--- config.mk ---
export PLATFORM = sky130hd
export DESIGN_NAME = id_stage
export DESIGN_NICKNAME = d
export VERILOG_FILES = /design/src/rv_pkg.sv /design/src/id_stage.sv
export SDC_FILE = /design/constraint.sdc
export NUM_CORES = 1
export LEC_CHECK = 0
export BUFFER_PORTS_ARGS = -buffer_cell sky130_fd_sc_hd__clkbuf_2
export CORE_MARGIN = 3
export CORE_UTILIZATION = 39
export DETAILED_ROUTE_END_ITERATION = 6
export GPL_TIMING_DRIVEN = 0
export PLACE_DENSITY = 0.91
export SLEW_MARGIN = 20
export SYNTH_ARGS = -nofsm -noshare
export SYNTH_HDL_FRONTEND = slang
export SYNTH_SLANG_ARGS = --single-unit
export TNS_END_PERCENT = 1
--- constraint.sdc ---
create_clock -name vclk -period 2.2
set_clock_uncertainty 0.1 [all_clocks]
set_input_delay 0.22 -clock vclk [all_inputs]
set_output_delay 0.22 -clock vclk [all_outputs]
set_load 0.05 [all_outputs]
--- src/rv_pkg.sv ---
// shared widths and encodings; RV64I base integer only, with no W ops, CSRs or M extension
`default_nettype none

package rv_pkg;

	localparam int XLEN = 64;
	localparam int ADDR_W = 32; // byte address
	localparam int BE_W = XLEN / 8;
	localparam logic [ADDR_W-1:0] RESET_PC = '0;

	typedef enum logic [6:0] {
		LOAD   = 7'b0000011,
		OP_IMM = 7'b0010011,
		AUIPC  = 7'b0010111,
		STORE  = 7'b0100011,
		OP     = 7'b0110011,
		LUI    = 7'b0110111,
		BRANCH = 7'b1100011,
		JALR   = 7'b1100111,
		JAL    = 7'b1101111,
		SYSTEM = 7'b1110011
	} opcode_e;

	// load/store width codes
	localparam logic [2:0] F3_B = 3'd0;
	localparam logic [2:0] F3_H = 3'd1;
	localparam logic [2:0] F3_W = 3'd2;
	localparam logic [2:0] F3_D = 3'd3;
	localparam logic [2:0] F3_BU = 3'd4;
	localparam logic [2:0] F3_HU = 3'd5;
	localparam logic [2:0] F3_WU = 3'd6;

	localparam logic [2:0] F3_BEQ = 3'd0;
	localparam logic [2:0] F3_BNE = 3'd1;
	localparam logic [2:0] F3_BLT = 3'd4;
	localparam logic [2:0] F3_BGE = 3'd5;
	localparam logic [2:0] F3_BLTU = 3'd6;
	localparam logic [2:0] F3_BGEU = 3'd7;

	// OP and OP_IMM
	localparam logic [2:0] F3_ADD = 3'd0;
	localparam logic [2:0] F3_SLL = 3'd1;
	localparam logic [2:0] F3_SLT = 3'd2;
	localparam logic [2:0] F3_SLTU = 3'd3;
	localparam logic [2:0] F3_XOR = 3'd4;
	localparam logic [2:0] F3_SR = 3'd5;
	localparam logic [2:0] F3_OR = 3'd6;
	localparam logic [2:0] F3_AND = 3'd7;

	typedef enum logic [4:0] {
		ALU_ADD, ALU_SUB, ALU_SLL, ALU_SLT, ALU_SLTU, ALU_XOR, ALU_SRL, ALU_SRA, ALU_OR,
		ALU_AND, ALU_PASS_B, ALU_BEQ, ALU_BNE, ALU_BLT, ALU_BGE, ALU_BLTU, ALU_BGEU
	} alu_op_e;

	typedef enum logic {OP1_REG, OP1_PC} op1_sel_e;
	typedef enum logic [1:0] {OP2_REG, OP2_IMM, OP2_FOUR} op2_sel_e;

	typedef enum logic [1:0] {WAIT_INST, EXEC, MEM_WAIT, HALT} ctrl_state_e;

endpackage

`default_nettype wire

--- src/id_stage.sv ---
// RV64I base decode only; SYSTEM and unknown opcodes raise sys_halt, funct7 is checked only at bit 30
`default_nettype none
`timescale 1ns/1ps

module id_stage (
	input  logic [31:0] inst,
	output logic rs1_r_ena,
	output logic [4:0] rs1_r_addr,
	output logic rs2_r_ena,
	output logic [4:0] rs2_r_addr,
	output logic rd_w_ena,
	output logic [4:0] rd_w_addr,
	output rv_pkg::alu_op_e alu_op,
	output logic [rv_pkg::XLEN-1:0] imm,
	output rv_pkg::op1_sel_e op1_sel,
	output rv_pkg::op2_sel_e op2_sel,
	output logic branch,
	output logic jump,
	output logic pc_src, // 1 for jalr, target from rs1
	output logic mem_r_ena,
	output logic mem_w_ena,
	output logic [1:0] mem_size,
	output logic mem_ext_un,
	output logic sys_halt
);
	import rv_pkg::*;

	logic [2:0] funct3;
	logic [XLEN-1:0] imm_i;
	logic [XLEN-1:0] imm_s;
	logic [XLEN-1:0] imm_b;
	logic [XLEN-1:0] imm_u;
	logic [XLEN-1:0] imm_j;

	function automatic alu_op_e arith_op(input logic [2:0] f3, input logic alt);
		case (f3)
			F3_ADD: arith_op = alt ? ALU_SUB : ALU_ADD;
			F3_SLL: arith_op = ALU_SLL;
			F3_SLT: arith_op = ALU_SLT;
			F3_SLTU: arith_op = ALU_SLTU;
			F3_XOR: arith_op = ALU_XOR;
			F3_SR: arith_op = alt ? ALU_SRA : ALU_SRL;
			F3_OR: arith_op = ALU_OR;
			default: arith_op = ALU_AND;
		endcase
	endfunction

	assign funct3 = inst[14:12];
	assign rs1_r_addr = inst[19:15];
	assign rs2_r_addr = inst[24:20];
	assign rd_w_addr = inst[11:7];

	assign imm_i = {{52{inst[31]}}, inst[31:20]};
	assign imm_s = {{52{inst[31]}}, inst[31:25], inst[11:7]};
	assign imm_b = {{52{inst[31]}}, inst[7], inst[30:25], inst[11:8], 1'b0};
	assign imm_u = {{32{inst[31]}}, inst[31:12], 12'b0};
	assign imm_j = {{44{inst[31]}}, inst[19:12], inst[20], inst[30:21], 1'b0};

	assign mem_size = funct3[1:0];
	assign mem_ext_un = mem_r_ena & (funct3 == F3_BU || funct3 == F3_HU || funct3 == F3_WU);

	always_comb begin
		rs1_r_ena = 1'b0;
		rs2_r_ena = 1'b0;
		rd_w_ena = 1'b0;
		alu_op = ALU_ADD;
		imm = imm_i;
		op1_sel = OP1_REG;
		op2_sel = OP2_IMM;
		branch = 1'b0;
		jump = 1'b0;
		pc_src = 1'b0;
		mem_r_ena = 1'b0;
		mem_w_ena = 1'b0;
		sys_halt = 1'b0;
		case (inst[6:0])
			OP_IMM: begin
				rs1_r_ena = 1'b1;
				rd_w_ena = 1'b1;
				alu_op = arith_op(funct3, inst[30] & (funct3 == F3_SR)); // only srai has alt
			end
			OP: begin
				rs1_r_ena = 1'b1;
				rs2_r_ena = 1'b1;
				rd_w_ena = 1'b1;
				op2_sel = OP2_REG;
				alu_op = arith_op(funct3, inst[30]);
			end
			LUI: begin
				rd_w_ena = 1'b1;
				imm = imm_u;
				alu_op = ALU_PASS_B;
			end
			AUIPC: begin
				rd_w_ena = 1'b1;
				imm = imm_u;
				op1_sel = OP1_PC;
			end
			JAL: begin
				rd_w_ena = 1'b1;
				jump = 1'b1;
				imm = imm_j;
				op1_sel = OP1_PC;
				op2_sel = OP2_FOUR; // link = pc + 4
			end
			JALR: begin
				rs1_r_ena = 1'b1;
				rd_w_ena = 1'b1;
				jump = 1'b1;
				pc_src = 1'b1;
				op1_sel = OP1_PC;
				op2_sel = OP2_FOUR;
			end
			BRANCH: begin
				rs1_r_ena = 1'b1;
				rs2_r_ena = 1'b1;
				branch = 1'b1;
				imm = imm_b;
				op2_sel = OP2_REG;
				case (funct3)
					F3_BNE: alu_op = ALU_BNE;
					F3_BLT: alu_op = ALU_BLT;
					F3_BGE: alu_op = ALU_BGE;
					F3_BLTU: alu_op = ALU_BLTU;
					F3_BGEU: alu_op = ALU_BGEU;
					default: alu_op = ALU_BEQ;
				endcase
			end
			LOAD: begin
				rs1_r_ena = 1'b1;
				rd_w_ena = 1'b1;
				mem_r_ena = 1'b1;
			end
			STORE: begin
				rs1_r_ena = 1'b1;
				rs2_r_ena = 1'b1;
				mem_w_ena = 1'b1;
				imm = imm_s;
			end
			SYSTEM: sys_halt = 1'b1; // ecall, ebreak
			default: sys_halt = 1'b1; // illegal opcode
		endcase
	end

endmodule

`default_nettype wire

==> results of run 1 <==
==> repair_timing <==
item	in CTS	in global routing
endpoints found under the setup margin	3	0
hold buffers	0	0
gates resized for setup	1	0
==> kinds of logic (layout without fill, tap and decap cells) <==
logic type | Yosys count | count (layout) | share of synthesized area, %
mux | 11 | 11 | 12.0
simple gates | 47 | 47 | 24.2
buf+inv | 66 | 193 | 38.8
xor+xnor | 2 | 2 | 1.50
compound gates | 37 | 37 | 23.5
==> worst max-delay path, cell delays in order <==
cell      delay [ns]
clkbuf_4        0.35
inv_1           0.20
or4_1           0.56
o311ai_2        0.08
clkbuf_2        0.32
==> metal layers <==
metal,up-vias,wire length [um]
met5,-,0
met1,697,1590
met3,4,392
met2,84,2090
li1,780,-
met4,0,27
==> per-stage QoR <==
step / cell area (sq um) / total power, mW
2_1_floorplan: 1180 / 0.478
3_3_place_gp: 1860 / 0.609
3_5_place_dp: 1860 / 0.617
4_1_cts: 1860 / 0.616
5_1_grt: 1860 / 0.646
6_report: 1860 / 0.614
==> Yosys cell counts, drive strengths merged, types with 2 or more instances <==
| cell type | instances |
|---|---|
| a22o | 5 |
| nand3 | 3 |
| nand3b | 2 |
| buf | 58 |
| nand2 | 4 |
| nor2b | 10 |
| mux2i | 2 |
| nand2b | 3 |
| clkbuf | 2 |
| a21oi | 4 |
| nand4b | 3 |
| o32ai | 3 |
| mux2 | 9 |
| o22ai | 2 |
| nor2 | 11 |
| o21ai | 4 |
| inv | 6 |
| a21o | 12 |
| nor3 | 2 |
==> power by group <==
group          internal (mW)  switching, mW  total, mW
clock network              0              0          0
registers                  0              0          0
logic                  0.178          0.436      0.614
total                  0.178          0.436      0.614
==> worst min-delay path by stage <==
stage / startpoint / end / depth (start not counted)
6_report: inst[13] / mem_size[1] / 2
5_1_grt: inst[13] / mem_size[1] / 2
4_1_cts: inst[13] / mem_size[1] / 2
3_5_place_dp: inst[13] / mem_size[1] / 2
3_3_place_gp: inst[13] / mem_size[1] / 2
2_1_floorplan: inst[31] / imm[31] / 1
==> cell type report <==
class | instances | area (sq um)
Fill cell | 262 | 945
Multi-Input combinational cell | 97 | 729
Timing Repair Buffer | 127 | 638
Buffer | 60 | 432
Tap cell | 31 | 38.8
Inverter | 6 | 22.5
==> reports/metrics.cfg, run 1 <==
[layout]
drive_gt1_share_pct = 69.3
syn2layout_area_growth_pct = 59.0
finalNonFillerCells = 321
seq_cells = 0
layout_commonest_cell = clkbuf_2
final_cell_mix = 126 x clkbuf_2, 51 x buf_4, 12 x a21o_1, 10 x nor2b_1, 10 x nor2_1
nNetsFinal = 324
fin_util_pct = 66.3
n_antenna_cell = 0
clkbuf_count = 0
seq_area_sq_um = 0

[sta]
post-route-period-util_pct = 93.7
finalHoldViolations = 0
relSlewSlack_pct = 68.7
whs_ns = 0.671
tns_ns = 0
finalSetupViolations = 0
rsz0062_at_grt = no
min_period_ns = 2.06
max_clock_freq_mhz = 485
maxSlewViolCount = 0
final.setup.worst_slack_ns = 0.138
tightest_slew_ns = 0.470

[synth]
synth.avg_cell_area_sq_um = 7.18
ys_seq_area_share_pct = 0
synth.distinct_cells = 43
yosysTopAreaCellShare_pct = 32.7
synthCells = 163
synth-warning-count = 0
synthesis.area_sq_um = 1170
yosys-top-cells-area = buf_4 33%, a21o_1 7.7%, mux2_4 6.4%
synth_area_leader_cell = buf_4
synthesis.nets = 195

[global_route]
antenna_found_initial = 0
grt.busiest_layer = met2
grt.overflow.total = 0
grt_pass1_wl_um = 5690
grt_start_max_net_pins = 41
met3_usage_pct = 1.91
grt.total_usage_pct = 19.3
grt_use_met1_pct = 24.7
grt_pass1_vias = 1206
met2_usage_pct = 35.9

[worst_setup_path]
crit_arrival_ns = 1.74
cp-end-kind = output port
worstPathRequired_ns = 1.88
startpoint = inst[31]
critPathMaxFanout = 40
crit_end = imm[11]
critPathLaunchType = input pin
critical_path_class = input pin to output port

[placement]
dpl.hpwl_um = 3510
pre_cts_ws_ns = -0.114
place_congestion = 0.915
dp.cells = 321
port_buffers = 127

[floorplanning]
core_area_sq_um = 2810
die_area_sq_um = 3690
start_util_pct = 41.7
fp-row-count = 19
die_h_um = 60.8
num_io_pins = 131
die_w_um = 60.8

[power]
p_leak_nw = 1.14
pwr_density_cell_nw_per_um2 = 330
vdd_drop_max_mv = 0.195

[route]
routed_via_density = 4.88
avgRoutedWirePerCell_um = 12.8
first_iter_violations = 57
ant_nets = 0
routed_wl_um = 4090
drc = 0
via_count = 1565
first_pass_iters = 4

[run_status]
status = complete, no violations

[worst_hold_path]
min-delay-path-class = input pin to output port

[job]
maxCapViolCount = 0

[cts]
post_cts_buffers = 0

(Power assumes the default switching activity.)
==> run 2, diff against run 1 <==
--- a/config.mk
+++ b/config.mk
@@ -7,10 +7,10 @@
 export LEC_CHECK = 0
 export BUFFER_PORTS_ARGS = -buffer_cell sky130_fd_sc_hd__clkbuf_2
 export CORE_MARGIN = 3
-export CORE_UTILIZATION = 39
+export CORE_UTILIZATION = 36
 export DETAILED_ROUTE_END_ITERATION = 6
 export GPL_TIMING_DRIVEN = 0
-export PLACE_DENSITY = 0.91
+export PLACE_DENSITY = 0.85
 export SLEW_MARGIN = 20
 export SYNTH_ARGS = -nofsm -noshare
 export SYNTH_HDL_FRONTEND = slang
==> constraint.sdc (replaced) <==
create_clock -name vclk -period 1.95
set_clock_uncertainty 0.1 [all_clocks]
set_input_delay 0.195 -clock vclk [all_inputs]
set_output_delay 0.195 -clock vclk [all_outputs]
set_load 0.05 [all_outputs]
==> run 2 against run 1 <==
Compared with the run above: critical path depth rose by 1; largest cell class unchanged; largest power group unchanged; combinational power rose by 15%; wire length fell by 0.81%; highest routed layer is now met3; non-clock buffer count rose by 3.
==> reports/metrics.cfg, run 2 (synthesis gave the netlist of run 1 again) <==
[placement]
dpl-instance-area_sq_um = 1870  ; +0.88%
dpl.hpwl_um = 3390  ; -3.5%
place_congestion = 0.880  ; -3.8%
dp.cells = 334  ; +4.0%
port_buffers = 127  ; unchanged

[layout]
syn2layout_area_growth_pct = 67.3
fin_util_pct = 63.6  ; -2.7 points
finalNonFillerCells = 337  ; +5.0%
nNetsFinal = 327  ; +0.93%
layout_commonest_cell = clkbuf_2
final_cell_mix = 114 x clkbuf_2, 56 x buf_4, 12 x a21o_1, 11 x buf_2
drive_gt1_share_pct = 69.6  ; +0.31 points
n_antenna_cell = 0  ; unchanged
stdcell_area_sq_um = 1960  ; +5.2%
seq_cells = 0  ; unchanged
clkbuf_count = 0  ; unchanged
seq_area_sq_um = 0  ; unchanged

[worst_setup_path]
cp-end-kind = output port
crit_chain = clkbuf_2 -> nand4b_1 -> o22ai_2 -> buf_4 -> mux2_2 -> buf_2
critPathLaunchType = input pin
crit_path_max_incr_delay_ns = 0.32  ; -0.24 ns
crit_arrival_ns = 1.60  ; -0.14 ns
crit_path_top_delay_cell = nand4b_1
startpoint = inst[3]
critPathMaxFanout = 9  ; -78%
worstPathRequired_ns = 1.65  ; -0.23 ns
critical_path_class = input pin to output port

[power]
pwr_density_cell_nw_per_um2 = 361  ; +9.5%
vdd_drop_max_mv = 0.206  ; +6.0%
p_leak_nw = 1.17  ; +3.0%

[route]
drc = 0  ; unchanged
first_iter_violations = 36  ; -37%
avgRoutedWirePerCell_um = 12.0  ; -5.5%
via_count = 1517  ; -3.1%
routed_wl_um = 4060  ; -0.81%
ant_nets = 0  ; unchanged
first_pass_iters = 4  ; unchanged
routed_via_density = 4.50  ; -7.7%

[sta]
rsz0062_at_grt = yes
finalSetupViolations = 0  ; unchanged
post-route-period-util_pct = 97.4
max_clock_freq_mhz = 527
maxSlewViolCount = 0  ; unchanged
min_period_ns = 1.90
whs_ns = 0.619  ; -0.0518 ns
tns_ns = 0  ; unchanged
relSlewSlack_pct = 72.3  ; +3.6 points
tightest_slew_ns = 0.416  ; -0.0545 ns
finalHoldViolations = 0  ; unchanged

[floorplanning]
start_util_pct = 38.0  ; -3.7 points
die_h_um = 63.0  ; +3.7%
core_area_sq_um = 3080  ; +9.7%
die_area_sq_um = 3970  ; +7.5%
fp-row-count = 20  ; +1
die_w_um = 63.0  ; +3.7%
num_io_pins = 131  ; unchanged

[global_route]
antenna_found_initial = 0  ; unchanged
grt_start_max_net_pins = 41  ; unchanged
grt.total_usage_pct = 18.8  ; -0.46 points
grt.overflow.total = 0  ; unchanged
grt_pass1_vias = 1335  ; +11%
grt_pass1_wl_um = 6490  ; +14%

[job]
maxCapViolCount = 0  ; unchanged

[worst_hold_path]
hold_start = inst[12]
min-delay-path-class = input pin to output port

[run_status]
status = complete, no violations

[cts]
hold_buffers = 0  ; unchanged

-- run 2: metal layers --
| metal | global-route usage, % | up-vias | share of wire, % | wire [um] |
|---|---|---|---|---|
| li1 | - | 786 | - | - |
| met1 | 24.0 | 671 | 42 | 1710 |
| met2 | 34.5 | 60 | 51 | 2080 |
| met3 | 2.34 | 0 | 6.7 | 273 |
| met4 | 1.65 | 0 | 0 | 0 |
| met5 | 0 | - | 0 | 0 |
-- run 2: per-stage QoR --
step	total power, mW	setup WS [ns]
after floorplan	0.539	-0.337
after global placement	0.689	-0.304
after detailed placement	0.695	-0.333
after CTS	0.705	-0.0188
after global routing	0.741	-0.0146
final	0.707	0.0516
-- run 2: critical path, delay by kind of cell --
| kind | cells | cell delay (ns) |
|---|---|---|
| AND/OR/NAND/NOR | 1 | 0.32 |
| AO/OA/AOI/OAI | 1 | 0.27 |
| multiplexers | 1 | 0.31 |
| buffers and inverters | 3 | 0.50 |
-- run 2: repair_timing --
action,in CTS,in global routing
pin swaps,0,2
setup endpoints to repair,16,18
cloned,0,1
resized for setup,12,13
buffers inserted,0,2
-- run 2: final timing paths --
kind,end,depth (start not counted)
max,imm[15],6
min,mem_size[0],2
-- run 2: cell type report --
type / instances / area [sq um]
Inverter: 6 / 22.5
Timing Repair Buffer: 130 / 711
Buffer: 60 / 434
Multi-Input combinational cell: 97 / 734
Tap cell: 44 / 55.1
Fill cell: 312 / 1120
-- run 2: power by group --
part	internal (mW)	leakage [nW]	switching [mW]	total, mW
Combinational	0.214	1.17	0.493	0.707
Sequential	0	0	0	0
Clock	0	0	0	0
