File: src/rv_pkg.sv
// shared widths and encodings; RV64I base integer only, with no W ops, CSRs or M extension
`default_nettype none

package rv_pkg;

	localparam int XLEN = 64;
	localparam int ADDR_W = 32; // byte address
	localparam int BE_W = XLEN / 8;
	localparam logic [ADDR_W-1:0] RESET_PC = '0;

	typedef enum logic [6:0] {
		LOAD   = 7'b0000011,
		OP_IMM = 7'b0010011,
		AUIPC  = 7'b0010111,
		STORE  = 7'b0100011,
		OP     = 7'b0110011,
		LUI    = 7'b0110111,
		BRANCH = 7'b1100011,
		JALR   = 7'b1100111,
		JAL    = 7'b1101111,
		SYSTEM = 7'b1110011
	} opcode_e;

	// load/store width codes
	localparam logic [2:0] F3_B = 3'd0;
	localparam logic [2:0] F3_H = 3'd1;
	localparam logic [2:0] F3_W = 3'd2;
	localparam logic [2:0] F3_D = 3'd3;
	localparam logic [2:0] F3_BU = 3'd4;
	localparam logic [2:0] F3_HU = 3'd5;
	localparam logic [2:0] F3_WU = 3'd6;

	localparam logic [2:0] F3_BEQ = 3'd0;
	localparam logic [2:0] F3_BNE = 3'd1;
	localparam logic [2:0] F3_BLT = 3'd4;
	localparam logic [2:0] F3_BGE = 3'd5;
	localparam logic [2:0] F3_BLTU = 3'd6;
	localparam logic [2:0] F3_BGEU = 3'd7;

	// OP and OP_IMM
	localparam logic [2:0] F3_ADD = 3'd0;
	localparam logic [2:0] F3_SLL = 3'd1;
	localparam logic [2:0] F3_SLT = 3'd2;
	localparam logic [2:0] F3_SLTU = 3'd3;
	localparam logic [2:0] F3_XOR = 3'd4;
	localparam logic [2:0] F3_SR = 3'd5;
	localparam logic [2:0] F3_OR = 3'd6;
	localparam logic [2:0] F3_AND = 3'd7;

	typedef enum logic [4:0] {
		ALU_ADD, ALU_SUB, ALU_SLL, ALU_SLT, ALU_SLTU, ALU_XOR, ALU_SRL, ALU_SRA, ALU_OR,
		ALU_AND, ALU_PASS_B, ALU_BEQ, ALU_BNE, ALU_BLT, ALU_BGE, ALU_BLTU, ALU_BGEU
	} alu_op_e;

	typedef enum logic {OP1_REG, OP1_PC} op1_sel_e;
	typedef enum logic [1:0] {OP2_REG, OP2_IMM, OP2_FOUR} op2_sel_e;

	typedef enum logic [1:0] {WAIT_INST, EXEC, MEM_WAIT, HALT} ctrl_state_e;

endpackage

`default_nettype wire

File: src/fetch_unit.sv
// PC and one-word buffer; a returned word is usable in its rvalid cycle, nothing is fetched when halted
`default_nettype none
`timescale 1ns/1ps

module fetch_unit (
	input  logic clk,
	input  logic arst_n,
	output logic fetch_req,
	output logic [rv_pkg::ADDR_W-1:0] fetch_addr,
	input  logic fetch_gnt,
	input  logic fetch_rvalid,
	input  logic [rv_pkg::XLEN-1:0] rdata,
	output logic inst_valid,
	output logic [31:0] inst,
	output logic [rv_pkg::ADDR_W-1:0] pc,
	input  logic inst_take,
	input  logic redirect,
	input  logic [rv_pkg::ADDR_W-1:0] redirect_pc,
	input  logic halt
);
	import rv_pkg::*;

	logic active; // first fetch one cycle after reset release
	logic buf_valid;
	logic pending; // read granted, data not back yet
	logic discard; // pending read belongs to an old pc
	logic [31:0] buf_q;
	logic [31:0] word;

	assign word = pc[2] ? rdata[63:32] : rdata[31:0];
	assign fetch_req = active & ~buf_valid & ~pending & ~halt;
	assign fetch_addr = pc;
	assign inst_valid = buf_valid | (fetch_rvalid & ~discard);
	assign inst = buf_valid ? buf_q : word;

	always_ff @(posedge clk or negedge arst_n) begin
		if (!arst_n) begin
			active <= 1'b0;
			pc <= RESET_PC;
			buf_valid <= 1'b0;
			pending <= 1'b0;
			discard <= 1'b0;
		end else begin
			active <= 1'b1;
			if (fetch_gnt)
				pending <= 1'b1;
			else if (fetch_rvalid)
				pending <= 1'b0;
			if (redirect || inst_take) begin
				pc <= redirect ? redirect_pc : pc + ADDR_W'(4);
				buf_valid <= 1'b0;
				discard <= pending & ~fetch_rvalid;
			end else if (fetch_rvalid) begin
				buf_valid <= ~discard;
				discard <= 1'b0;
			end
		end
	end

	always_ff @(posedge clk) begin
		if (fetch_rvalid)
			buf_q <= word;
	end

endmodule

`default_nettype wire

File: config.mk
export PLATFORM = sky130hd
export DESIGN_NAME = fetch_unit
export DESIGN_NICKNAME = d
export VERILOG_FILES = /design/src/rv_pkg.sv /design/src/fetch_unit.sv
export SDC_FILE = /design/constraint.sdc
export NUM_CORES = 1
export LEC_CHECK = 0
export BUFFER_PORTS_ARGS = -buffer_cell sky130_fd_sc_hd__buf_2
export CAP_MARGIN = 20
export CORE_MARGIN = 4
export CORE_UTILIZATION = 46
export DETAILED_ROUTE_END_ITERATION = 10
export PLACE_DENSITY = 0.81
export SKIP_LAST_GASP = 1
export SLEW_MARGIN = 10
export SYNTH_ARGS = -nofsm -noshare
export SYNTH_HDL_FRONTEND = slang
export SYNTH_SLANG_ARGS = --single-unit
File: constraint.sdc
create_clock -name clk -period 2.5 [get_ports clk]
set_clock_uncertainty 0.2 [all_clocks]
set_input_delay 0.5 -clock clk [delete_from_list [all_inputs] [get_ports clk]]
set_output_delay 0.5 -clock clk [all_outputs]
set_load 0.005 [all_outputs]
==> results of run 1 <==
## registers in the layout, indices dropped and copies added, names as in the netlist
register / flops
buf_q: 32
fetch_addr: 32
active: 1
buf_valid: 1
discard: 1
pending: 1
## kinds of logic (layout without fill, tap and decap cells)
| family | count (synthesis) | after routing |
|---|---|---|
| AO/OA/AOI/OAI | 42 | 42 |
| flip-flops | 68 | 68 |
| buffers and inverters | 61 | 238 |
| AND/OR/NAND/NOR | 101 | 101 |
| other | 1 | 1 |
| adder cells (fa/ha/maj) | 1 | 1 |
| XOR/XNOR | 15 | 15 |
| multiplexers | 69 | 69 |
## stage by stage
step           total power (W)  worst slack [ns]  TNS [ns]
6_report               0.00283            0.0574         0
5_1_grt                0.00299          -0.00887   -0.0528
4_1_cts                0.00283          -0.00770   -0.0351
3_5_place_dp           0.00206             0.197         0
3_3_place_gp           0.00203             0.239         0
2_1_floorplan          0.00177             0.163         0
## layout make-up
| class | instances | area (sq um) | share of cell area [%] |
|---|---|---|---|
| timing repair buffer | 215 | 1140 | 22.6 |
| sequential | 68 | 1860 | 36.8 |
| clock inverter | 3 | 13.8 | 0.272 |
| inverter | 7 | 26.3 | 0.519 |
| multi-input combinational | 229 | 1740 | 34.3 |
| clock buffer | 13 | 149 | 2.94 |
| tap | 105 | 131 | 2.60 |
## placed cells by master, fill, tap and decap left out, types with 2 or more instances in the layout
cell	n
a21o_1	3
o211ai_1	2
buf_4	13
nand4_1	14
mux2_2	68
clkbuf_1	3
inv_1	6
edfxtp_1	32
xor2_1	6
nor4_1	4
o21ai_0	15
clkbuf_8	10
nand3_1	15
clkinv_2	2
nor3_1	2
a21oi_1	2
and4_1	3
xnor2_1	9
a211o_1	2
or4_1	9
o31ai_1	7
dfrtp_1	35
and3_1	3
nor2_1	15
buf_2	200
nand2_1	27
clkinv_1	2
a31oi_1	9
## worst reg2reg max path, delay by kind of cell (launching register included)
kind            cells  cell delay [ns]
simple gates        3             1.40
flops               1             0.47
compound gates      1             0.17
## worst paths after layout
| kind | to | slack (ns) |
|---|---|---|
| min in group clk | pending | 0.15 |
| worst min register to register | buf_valid | 0.27 |
| worst max register to register | fetch_addr[26] | 0.19 |
| worst max-delay path | inst[29] | 0.06 |
| worst min-delay path | fetch_addr[16] | 0.04 |
| max in group asynchronous | fetch_addr[2] | 1.49 |
## timing repair
item,in CTS,in global routing
setup endpoints to repair,32,32
gates resized for setup,1,0
pin swaps,0,0
gates cloned,0,1
buffers inserted,0,4
hold endpoints to repair,0,0
## per-layer routing
metal | vias up | part of all wire (%) | wire length, um | track usage, %
met1 | 1592 | 40 | 4170 | 24.1
met5 | - | 0 | 0 | 0
met3 | 18 | 7.7 | 801 | 4.57
met4 | 0 | 2.1 | 223 | 7.88
met2 | 149 | 50 | 5250 | 34.3
li1 | 1637 | - | - | -
## report_power, final
| part | internal (W) | switching, W |
|---|---|---|
| sequential | 0.00129 | 0.0000922 |
| clock | 0.000382 | 0.000390 |
| combinational | 0.000376 | 0.000300 |
==> summary.md, run 1 <==
| Metric | Value |
|---|---|
| Outcome | finished clean |
| CP top delay family | multiplexers |
| Post-synth EDFFs | 32 |
| Fill count | 702 |
| DRT Pass-1 Iters | 4 |
| Avg Cell Area, Syn | 11.1 sq um |
| Arrival @ worst endpoint | 1.74 ns |
| Critical path capture point type | output pin |
| Synth Instances | 358 |
| Clk sink count | 68 |
| Layout cell share with drive strength beyond 1 | 56.3% |
| Buf+Inv Stages, Crit Path | 2 |
| First-pass GRT wire length | 15,900 um |
| WS Path Type | flip-flop to output pin |
| Fin. Hold Viols | 0 |
| H-tree depth | 3 |
| Hpwl dp | 7890 um |
| Routed WL per cell | 16.3 um |
| Most numerous cell in the Yosys netlist | mux2_2 |
| Post-synth ARST share | 52.9% |
| Die span in x | 101 um |
| Min Tclk post-route | 2.44 ns |
| Row Count | 33 |
| Crit path from | fetch_addr[2] |
| Pwr Density | 558 mW/mm^2 |
| Finished Core Util | 61.0% |
| Fin Hold WS | 0.0412 ns |
| Mapped Nets | 462 |
| Grt total ovfl | 0 |
| Dpl cell area | 0.00484 sq mm |
| Crit-path max FO | 17 |
| Reg clk slew, reported paths | 0.07 ns |
| Hold Crit Class | input port to asynchronous set/reset pin |
| R2r startpoint | fetch_addr[13] |
| Post-synth top area cell | edfxtp_1 |
| Mux share of post-synthesis cell area | 19.6% |
| Pins over their slew limit | 0 |
| VDD IR max | 0.308 mV |
| Initial Utilization | 47.7% |
| CTS Buffer Depth | 2 |
| Pin count of the biggest net entering global routing | 37 |
| Vias per std cell | 5.31 |
| Via count | 3,396 |
| Initial DRC Count | 148 |
| Worst path most repeated cell | mux2_2 |
| Post-Synth Simple-Gate Area | 13.8% |
| GPL Wtd Cong | 0.861 |
| Largest family of logic cells by synthesized area | multiplexers |
| Area delta synth->final | 27.8% |
| Share of the yosys chip area belonging to registers | 47.0% |
| Slew HR | 46.2% |
| CTS Buf Count | 9 |
| Synth top area share | 24.3% |
| Non-filler cells, final | 640 |
| Total global-route track usage | 20.0% |
| Yosys warns | 0 |
| Vias in the first global route | 3,281 |
| Initial antenna violation count | 0 |
| XOR/XNOR share of the synthesized area | 3.32% |
| Dpl cells | 619 |
| Post-synthesis cell type count | 42 |
| Compound-Gate Fraction of Synth Area | 6.73% |
| Worst skew pair latency | 0.34 ns |
| Adder-cell area share of the yosys netlist | 0.316% |
| Port Buf Inserts | 200 |
| Ant. Diodes | 0 |
| Drt total wl | 10,400 um |
| Number of synthesized register bits | 68 |
| I/O pins | 201 |
| Peak Freq | 409 MHz |
| Core area | 0.00830 sq mm |
| Worst-margin pin slew | 0.806 ns |
| Clock root buffer master | clkbuf_8 |
| Crit path depth | 4 |
| Crit path largest cell delay | 0.44 ns |
| Final setup vio count | 0 |
| CTS tree | yes |
| Slowest CP cell | dfrtp_2 |
| Final period utilization | 97.7% |
| Detail Route Antenna Nets | 0 |
| Top cells by area, synth | edfxtp_1 (24%), dfrtp_1 (23%), mux2_2 (19%) |
| Die Ht | 101 um |
| Commonest cells post-synth | mux2_2 (68), dfrtp_1 (36), buf_4 (32), edfxtp_1 (32), nand2_1 (27) |
| # nets final | 634 |
| CP Launch Type | flip-flop |
| Main synth FF type | dfrtp_1 |
| CP required | 1.80 ns |
| Full die area | 0.0102 sq mm |
| Post-route cell area | 0.00506 sq mm |
| # DRC | 0 |
| Pleak | 2.27 nW |
| Worst R2R Path Depth | 4 |
| CTS Hold Bufs | 0 |
| Post-Syn Area | 0.00396 sq mm |
| Critical Path, Cell by Cell | clkbuf_16, mux2_2, mux2_2, buf_2 |
| Maxcap violations | 0 |
Power figures use the tool's default switching activity.
==> inputs of run 2 (changes only) <==
CORE_UTILIZATION = 50   (was 46)
PLACE_DENSITY = 0.87   (was 0.81)
clock period = 3.05 ns   (was 2.5 ns; I/O delays follow)
==> run 2 against run 1 <==
Effect of this change:
- critical path depth is the same
- clock-buffer cell count is 2 lower
- setup slack better by 0.32 ns
- total power fell by 16%
- register-to-register slack better by 0.47 ns
- highest routed layer unchanged
==> summary.md, run 2 (synthesis results as in run 1) <==
| Metric | Value |
|---|---|
| Pleak | 2.23 nW (was 2.27 nW) |
| Full die area | 0.00941 sq mm (was 0.0102 sq mm) |
| Commonest non-fill, non-tap cells in the layout | buf_2 (200), mux2_2 (68), dfrtp_1 (36) (was buf_2 (200), mux2_2 (68), dfrtp_1 (35)) |
| Final setup vio count | 0 (unchanged) |
| RSZ-0062 raised after global routing | no |
| Core area | 0.00773 sq mm (was 0.00830 sq mm) |
| CP required | 2.24 ns (was 1.80 ns) |
| Gate power share | 22.3% (was 23.9%) |
| Vias per std cell | 5.47 (was 5.31) |
| CTS Buf Count | 9 (unchanged) |
| Pin count of the biggest net entering global routing | 44 (was 37) |
| Vias in the first global route | 3,380 (was 3,281) |
| Drt total wl | 10,400 um (about the same) |
| Detail Route Antenna Nets | 0 (unchanged) |
| Area delta synth->final | 26.0% (was 27.8%) |
| Min Tclk post-route | 2.68 ns |
| VDD IR max | 0.206 mV (was 0.308 mV) |
| Initial antenna violation count | 0 (unchanged) |
| Most common cell after layout, fill and taps aside | buf_2 (unchanged) |
| Port Buf Inserts | 200 (unchanged) |
| Pins over their slew limit | 0 (unchanged) |
| Arrival @ worst endpoint | 1.87 ns (was 1.74 ns) |
| Die Ht | 97.0 um (was 101 um) |
| Fill count | 644 (was 702) |
| DRT Pass-1 Iters | 4 (unchanged) |
| Cell internal pwr | 0.00172 W (was 0.00204 W) |
| Layout cell share with drive strength beyond 1 | 55.7% (was 56.3%) |
| Row Count | 32 (was 33) |
| Hpwl dp | 7910 um (was 7890 um) |
| Final period utilization | 87.7% |
| Clk sink count | 68 (unchanged) |
| Flop pwr share | 47.9% (was 48.8%) |
| CTS tree | yes (unchanged) |
| Slew HR | 44.7% (was 46.2%) |
| Critical path capture point type | output pin (unchanged) |
| Clock network fraction of design power | 29.9% (was 27.3%) |
| Dpl cells | 612 (was 619) |
| Maxcap violations | 0 (unchanged) |
| # DRC | 0 (unchanged) |
| Sum Neg Setup Slack | 0 ns (unchanged) |
| CTS Hold Bufs | 0 (unchanged) |
| Initial Utilization | 51.3% (was 47.7%) |
| Non-filler cells, final | 628 (was 640) |
| Via count | 3,436 (was 3,396) |
| CTS Buffer Depth | 2 (unchanged) |
| Crit path from | fetch_addr[2] (unchanged) |
| I/O pins | 201 (unchanged) |
| First-pass GRT wire length | 16,400 um (was 15,900 um) |
| Sw frac | 27.5% (was 27.7%) |
| Ant. Diodes | 0 (unchanged) |
| CP Launch Type | flip-flop (unchanged) |
| Routed WL per cell | 16.6 um (was 16.3 um) |
| Outcome | finished clean (unchanged) |
| WS Path Type | flip-flop to output pin (unchanged) |
| Worst-margin pin slew | 0.830 ns (was 0.806 ns) |
| Hold Crit Class | input port to asynchronous set/reset pin (unchanged) |
| Pwr Density | 474 mW/mm^2 (was 558 mW/mm^2) |
| Worst skew pair latency | 0.34 ns (about the same) |
| # nets final | 625 (was 634) |
| Post-cts sizing count | 0 (was 1) |
| Total global-route track usage | 21.3% (was 20.0%) |
| Grt total ovfl | 0 (unchanged) |
| Reg clk slew, reported paths | 0.07 ns (about the same) |
| NetSw | 0.000651 W (was 0.000782 W) |
| Crit-path max FO | 34 (was 17) |
| H-tree depth | 3 (unchanged) |
| Peak Freq | 374 MHz |
| R2r startpoint | fetch_addr[10] (was fetch_addr[13]) |
| Initial DRC Count | 166 (was 148) |
| Post-CTS setup repair buffer count | 0 (unchanged) |
| Die span in x | 97.0 um (was 101 um) |
| Clock root buffer master | clkbuf_8 (unchanged) |
| GPL Wtd Cong | 0.833 (was 0.861) |
| Fin. Hold Viols | 0 (unchanged) |
==> run 2: worst paths after layout <==
path,slack [ns],cells after the start,end
worst min register to register,0.28,1,buf_valid
min in group clk,0.25,2,pending
worst max-delay path,0.37,4,inst[19]
worst max register to register,0.66,4,fetch_addr[28]
worst min-delay path,0.17,1,fetch_addr[23]
max in group asynchronous,1.96,1,buf_valid
==> run 2: routing by layer <==
metal	vias to the layer above	global-route usage, %	wire, um
met4	0	8.53	279
met3	25	6.27	739
met5	-	0	0
met2	177	36.5	5260
met1	1619	25.2	4120
li1	1615	-	-
==> run 2: area by class of cell <==
cell class                      count  area (sq um)  share of cell area [%]
Inverter                            7          26.3                   0.526
Clock buffer                       11           131                    2.63
Sequential cell                    68          1860                    37.3
Timing Repair Buffer              206          1060                    21.2
Clock inverter                      5          52.6                    1.05
Tap cell                          102           128                    2.56
Multi-Input combinational cell    229          1740                    34.8
==> run 2: through the flow <==
step	setup slack, ns	hold WS (ns)	instance area, sq um	utilization, %	total power, W
after floorplan	0.603	0.114	3960	-	0.00145
after global placement	0.674	0.262	4810	62.2	0.00166
after detailed placement	0.586	0.273	4810	62.2	0.00168
after CTS	0.366	0.184	4990	64.6	0.00239
after global routing	0.303	0.221	4990	64.6	0.00249
final	0.375	0.169	4990	64.6	0.00237
==> run 2: power groups by stage <==
stage	logic [W]	clock network [W]	registers, W
detailed placement	0.000530	0	0.00115
floorplan	0.000313	0	0.00114
finish	0.000527	0.000707	0.00113
CTS	0.000534	0.000719	0.00113
global placement	0.000512	0	0.00114
global route	0.000579	0.000767	0.00115
==> run 2: worst max-delay path: stages, from the launching register on <==
cell and delay, ns:
dfrtp_1 0.48, buf_12 0.24, mux2_2 0.39, mux2_2 0.27, buf_2 0.13
==> inputs of run 3 (changes only) <==
CORE_ASPECT_RATIO = 0.8   (was default)
==> run 3 against run 2 <==
Effect of this change:
- critical path depth stayed put
- combinational power hardly changed
- critical endpoint is now inst[1]
- sequential share of layout area hardly changed
==> summary.md, run 3 (synthesis results as in run 1) <==
| Metric | Value |
|---|---|
| Port Buf Inserts | 200 (unchanged) |
| R2r startpoint | fetch_addr[2] (was fetch_addr[10]) |
| Full die area | 0.00942 sq mm (was 0.00941 sq mm) |
| Detail Route Antenna Nets | 0 (unchanged) |
| VDD IR max | 0.257 mV (was 0.206 mV) |
| Hold Crit Class | input port to asynchronous set/reset pin (unchanged) |
| DRT Pass-1 Iters | 4 (unchanged) |
| CP Launch Type | flip-flop (unchanged) |
| Worst R2R Path Depth | 6 (was 4) |
| Area delta synth->final | 25.9% (was 26.0%) |
| CTS Hold Bufs | 0 (unchanged) |
| Worst skew pair latency | 0.33 ns (was 0.34 ns) |
| Ant. Diodes | 0 (unchanged) |
| Peak Freq | 367 MHz (was 374 MHz) |
| H-tree depth | 3 (unchanged) |
| Grt total ovfl | 0 (unchanged) |
| Final period utilization | 89.3% (was 87.7%) |
| Post-cts sizing count | 0 (unchanged) |
| Pwr Density | 475 mW/mm^2 (was 474 mW/mm^2) |
| R2R setup slack | 0.64 ns (was 0.66 ns) |
| Hpwl dp | 8130 um (was 7910 um) |
| Vias per std cell | 5.28 (was 5.47) |
| Die span in x | 108 um (was 97.0 um) |
| Reg2Reg Capture Point | fetch_addr[26] (was fetch_addr[28]) |
| Via count | 3,330 (was 3,436) |
| DP Worst Slack | 0.589 ns (was 0.586 ns) |
| CTS Buf Count | 9 (unchanged) |
| Pin count of the biggest net entering global routing | 39 (was 44) |
| # DRC | 0 (unchanged) |
| Min Tclk post-route | 2.72 ns (was 2.68 ns) |
| Critical path capture point type | output pin (unchanged) |
| Die Ht | 87.6 um (was 97.0 um) |
| GPL Wtd Cong | 0.824 (was 0.833) |
| Slew HR | 43.5% (was 44.7%) |
| CTS Buffer Depth | 2 (unchanged) |
| Most common cell after layout, fill and taps aside | buf_2 (unchanged) |
| CTS tree | yes (unchanged) |
| Drt total wl | 10,500 um (was 10,400 um) |
| Clk sink count | 68 (unchanged) |
| Post-CTS setup repair buffer count | 0 (unchanged) |
| Vias in the first global route | 3,294 (was 3,380) |
| Crit path from | fetch_addr[2] (unchanged) |
| Final setup vio count | 0 (unchanged) |
| # nets final | 625 (unchanged) |
| Crit path to | inst[1] (was inst[19]) |
| Layout cell share with drive strength beyond 1 | 55.5% (was 55.7%) |
| Initial antenna violation count | 0 (unchanged) |
| Outcome | finished clean (unchanged) |
| Initial Utilization | 52.4% (was 51.3%) |
| WS Path Type | flip-flop to output pin (unchanged) |
| Fill count | 614 (was 644) |
| Worst-margin pin slew | 0.847 ns (was 0.830 ns) |
| Maxcap violations | 0 (unchanged) |
| CP required | 2.24 ns (about the same) |
| RSZ-0062 raised after global routing | no (unchanged) |
| Total global-route track usage | 22.0% (was 21.3%) |
| Sum Neg Setup Slack | 0 ns (unchanged) |
| Core area | 0.00757 sq mm (was 0.00773 sq mm) |
| Fin. Hold Viols | 0 (unchanged) |
| Row Count | 28 (was 32) |
| Pins over their slew limit | 0 (unchanged) |
| Routed WL per cell | 16.7 um (was 16.6 um) |
| Arrival @ worst endpoint | 1.91 ns (was 1.87 ns) |
| Initial DRC Count | 159 (was 166) |
| Final worst slack | 0.326 ns (was 0.375 ns) |
| Commonest non-fill, non-tap cells in the layout | buf_2 (200), mux2_2 (68), dfrtp_1 (36) (unchanged) |
| I/O pins | 201 (unchanged) |
| Clock root buffer master | clkbuf_8 (unchanged) |
| First-pass GRT wire length | 16,400 um (about the same) |
| Pleak | 2.23 nW (about the same) |
| Reg clk slew, reported paths | 0.07 ns (about the same) |
| Crit-path max FO | 38 (was 34) |
run 3: cell count changes in the layout (fill, tap and decap cells not counted):
cell	before	now
clkinv_2	3	2
buf_12	1	0
clkbuf_8	9	10
buf_4	5	6
clkbuf_1	2	3
clkinvlp_4	1	0
run 3: worst max-delay path: stages (launching register included):
cell and delay, ns:
dfrtp_1 0.33, buf_4 0.40, mux2_2 0.41, mux2_2 0.29
buf_2 0.13
run 3: cell type report:
cell class	instances	area [sq um]	area share (%)
clock buffer	13	149	2.98
clock inverter	3	40.0	0.802
inverter	7	26.3	0.527
multi-input combinational	229	1740	34.8
sequential	68	1860	37.3
tap	105	131	2.63
timing repair buffer	206	1050	21.0
run 3: how the worst min path moves through the flow:
stage                     slack [ns]  cells after the start     from             end
final                           0.18                      1   arst_n  fetch_addr[29]
after floorplan                 0.11                      0   arst_n          active
after detailed placement        0.26                      1  discard       buf_valid
after global placement          0.25                      1  discard       buf_valid
after global routing            0.22                      1   arst_n   fetch_addr[8]
after CTS                       0.19                      1   arst_n   fetch_addr[8]
run 3: through the flow:
stage / instances / total power [W] / cell area [sq um] / hold slack (ns) / util (%)
finish: 631 / 0.00237 / 4990 / 0.180 / 65.9
global route: 631 / 0.00250 / 4990 / 0.216 / 65.9
CTS: 631 / 0.00240 / 4990 / 0.191 / 65.9
detailed placement: 615 / 0.00168 / 4800 / 0.264 / 63.4
global placement: 615 / 0.00165 / 4800 / 0.253 / 63.4
floorplan: 358 / 0.00145 / 3960 / 0.114 / -
run 3: metal layers:
metal,share of wire (%),track usage (%),wire length (um)
met1,40,26.4,4170
met2,53,39.6,5560
met3,6.7,5.53,707
met4,0.74,6.31,78
met5,0,0,0
run 3: power by group:
| part | internal (W) | switching, W |
|---|---|---|
| sequential | 0.00105 | 0.0000786 |
| clock | 0.000399 | 0.000317 |
| combinational | 0.000285 | 0.000239 |
| total | 0.00174 | 0.000634 |
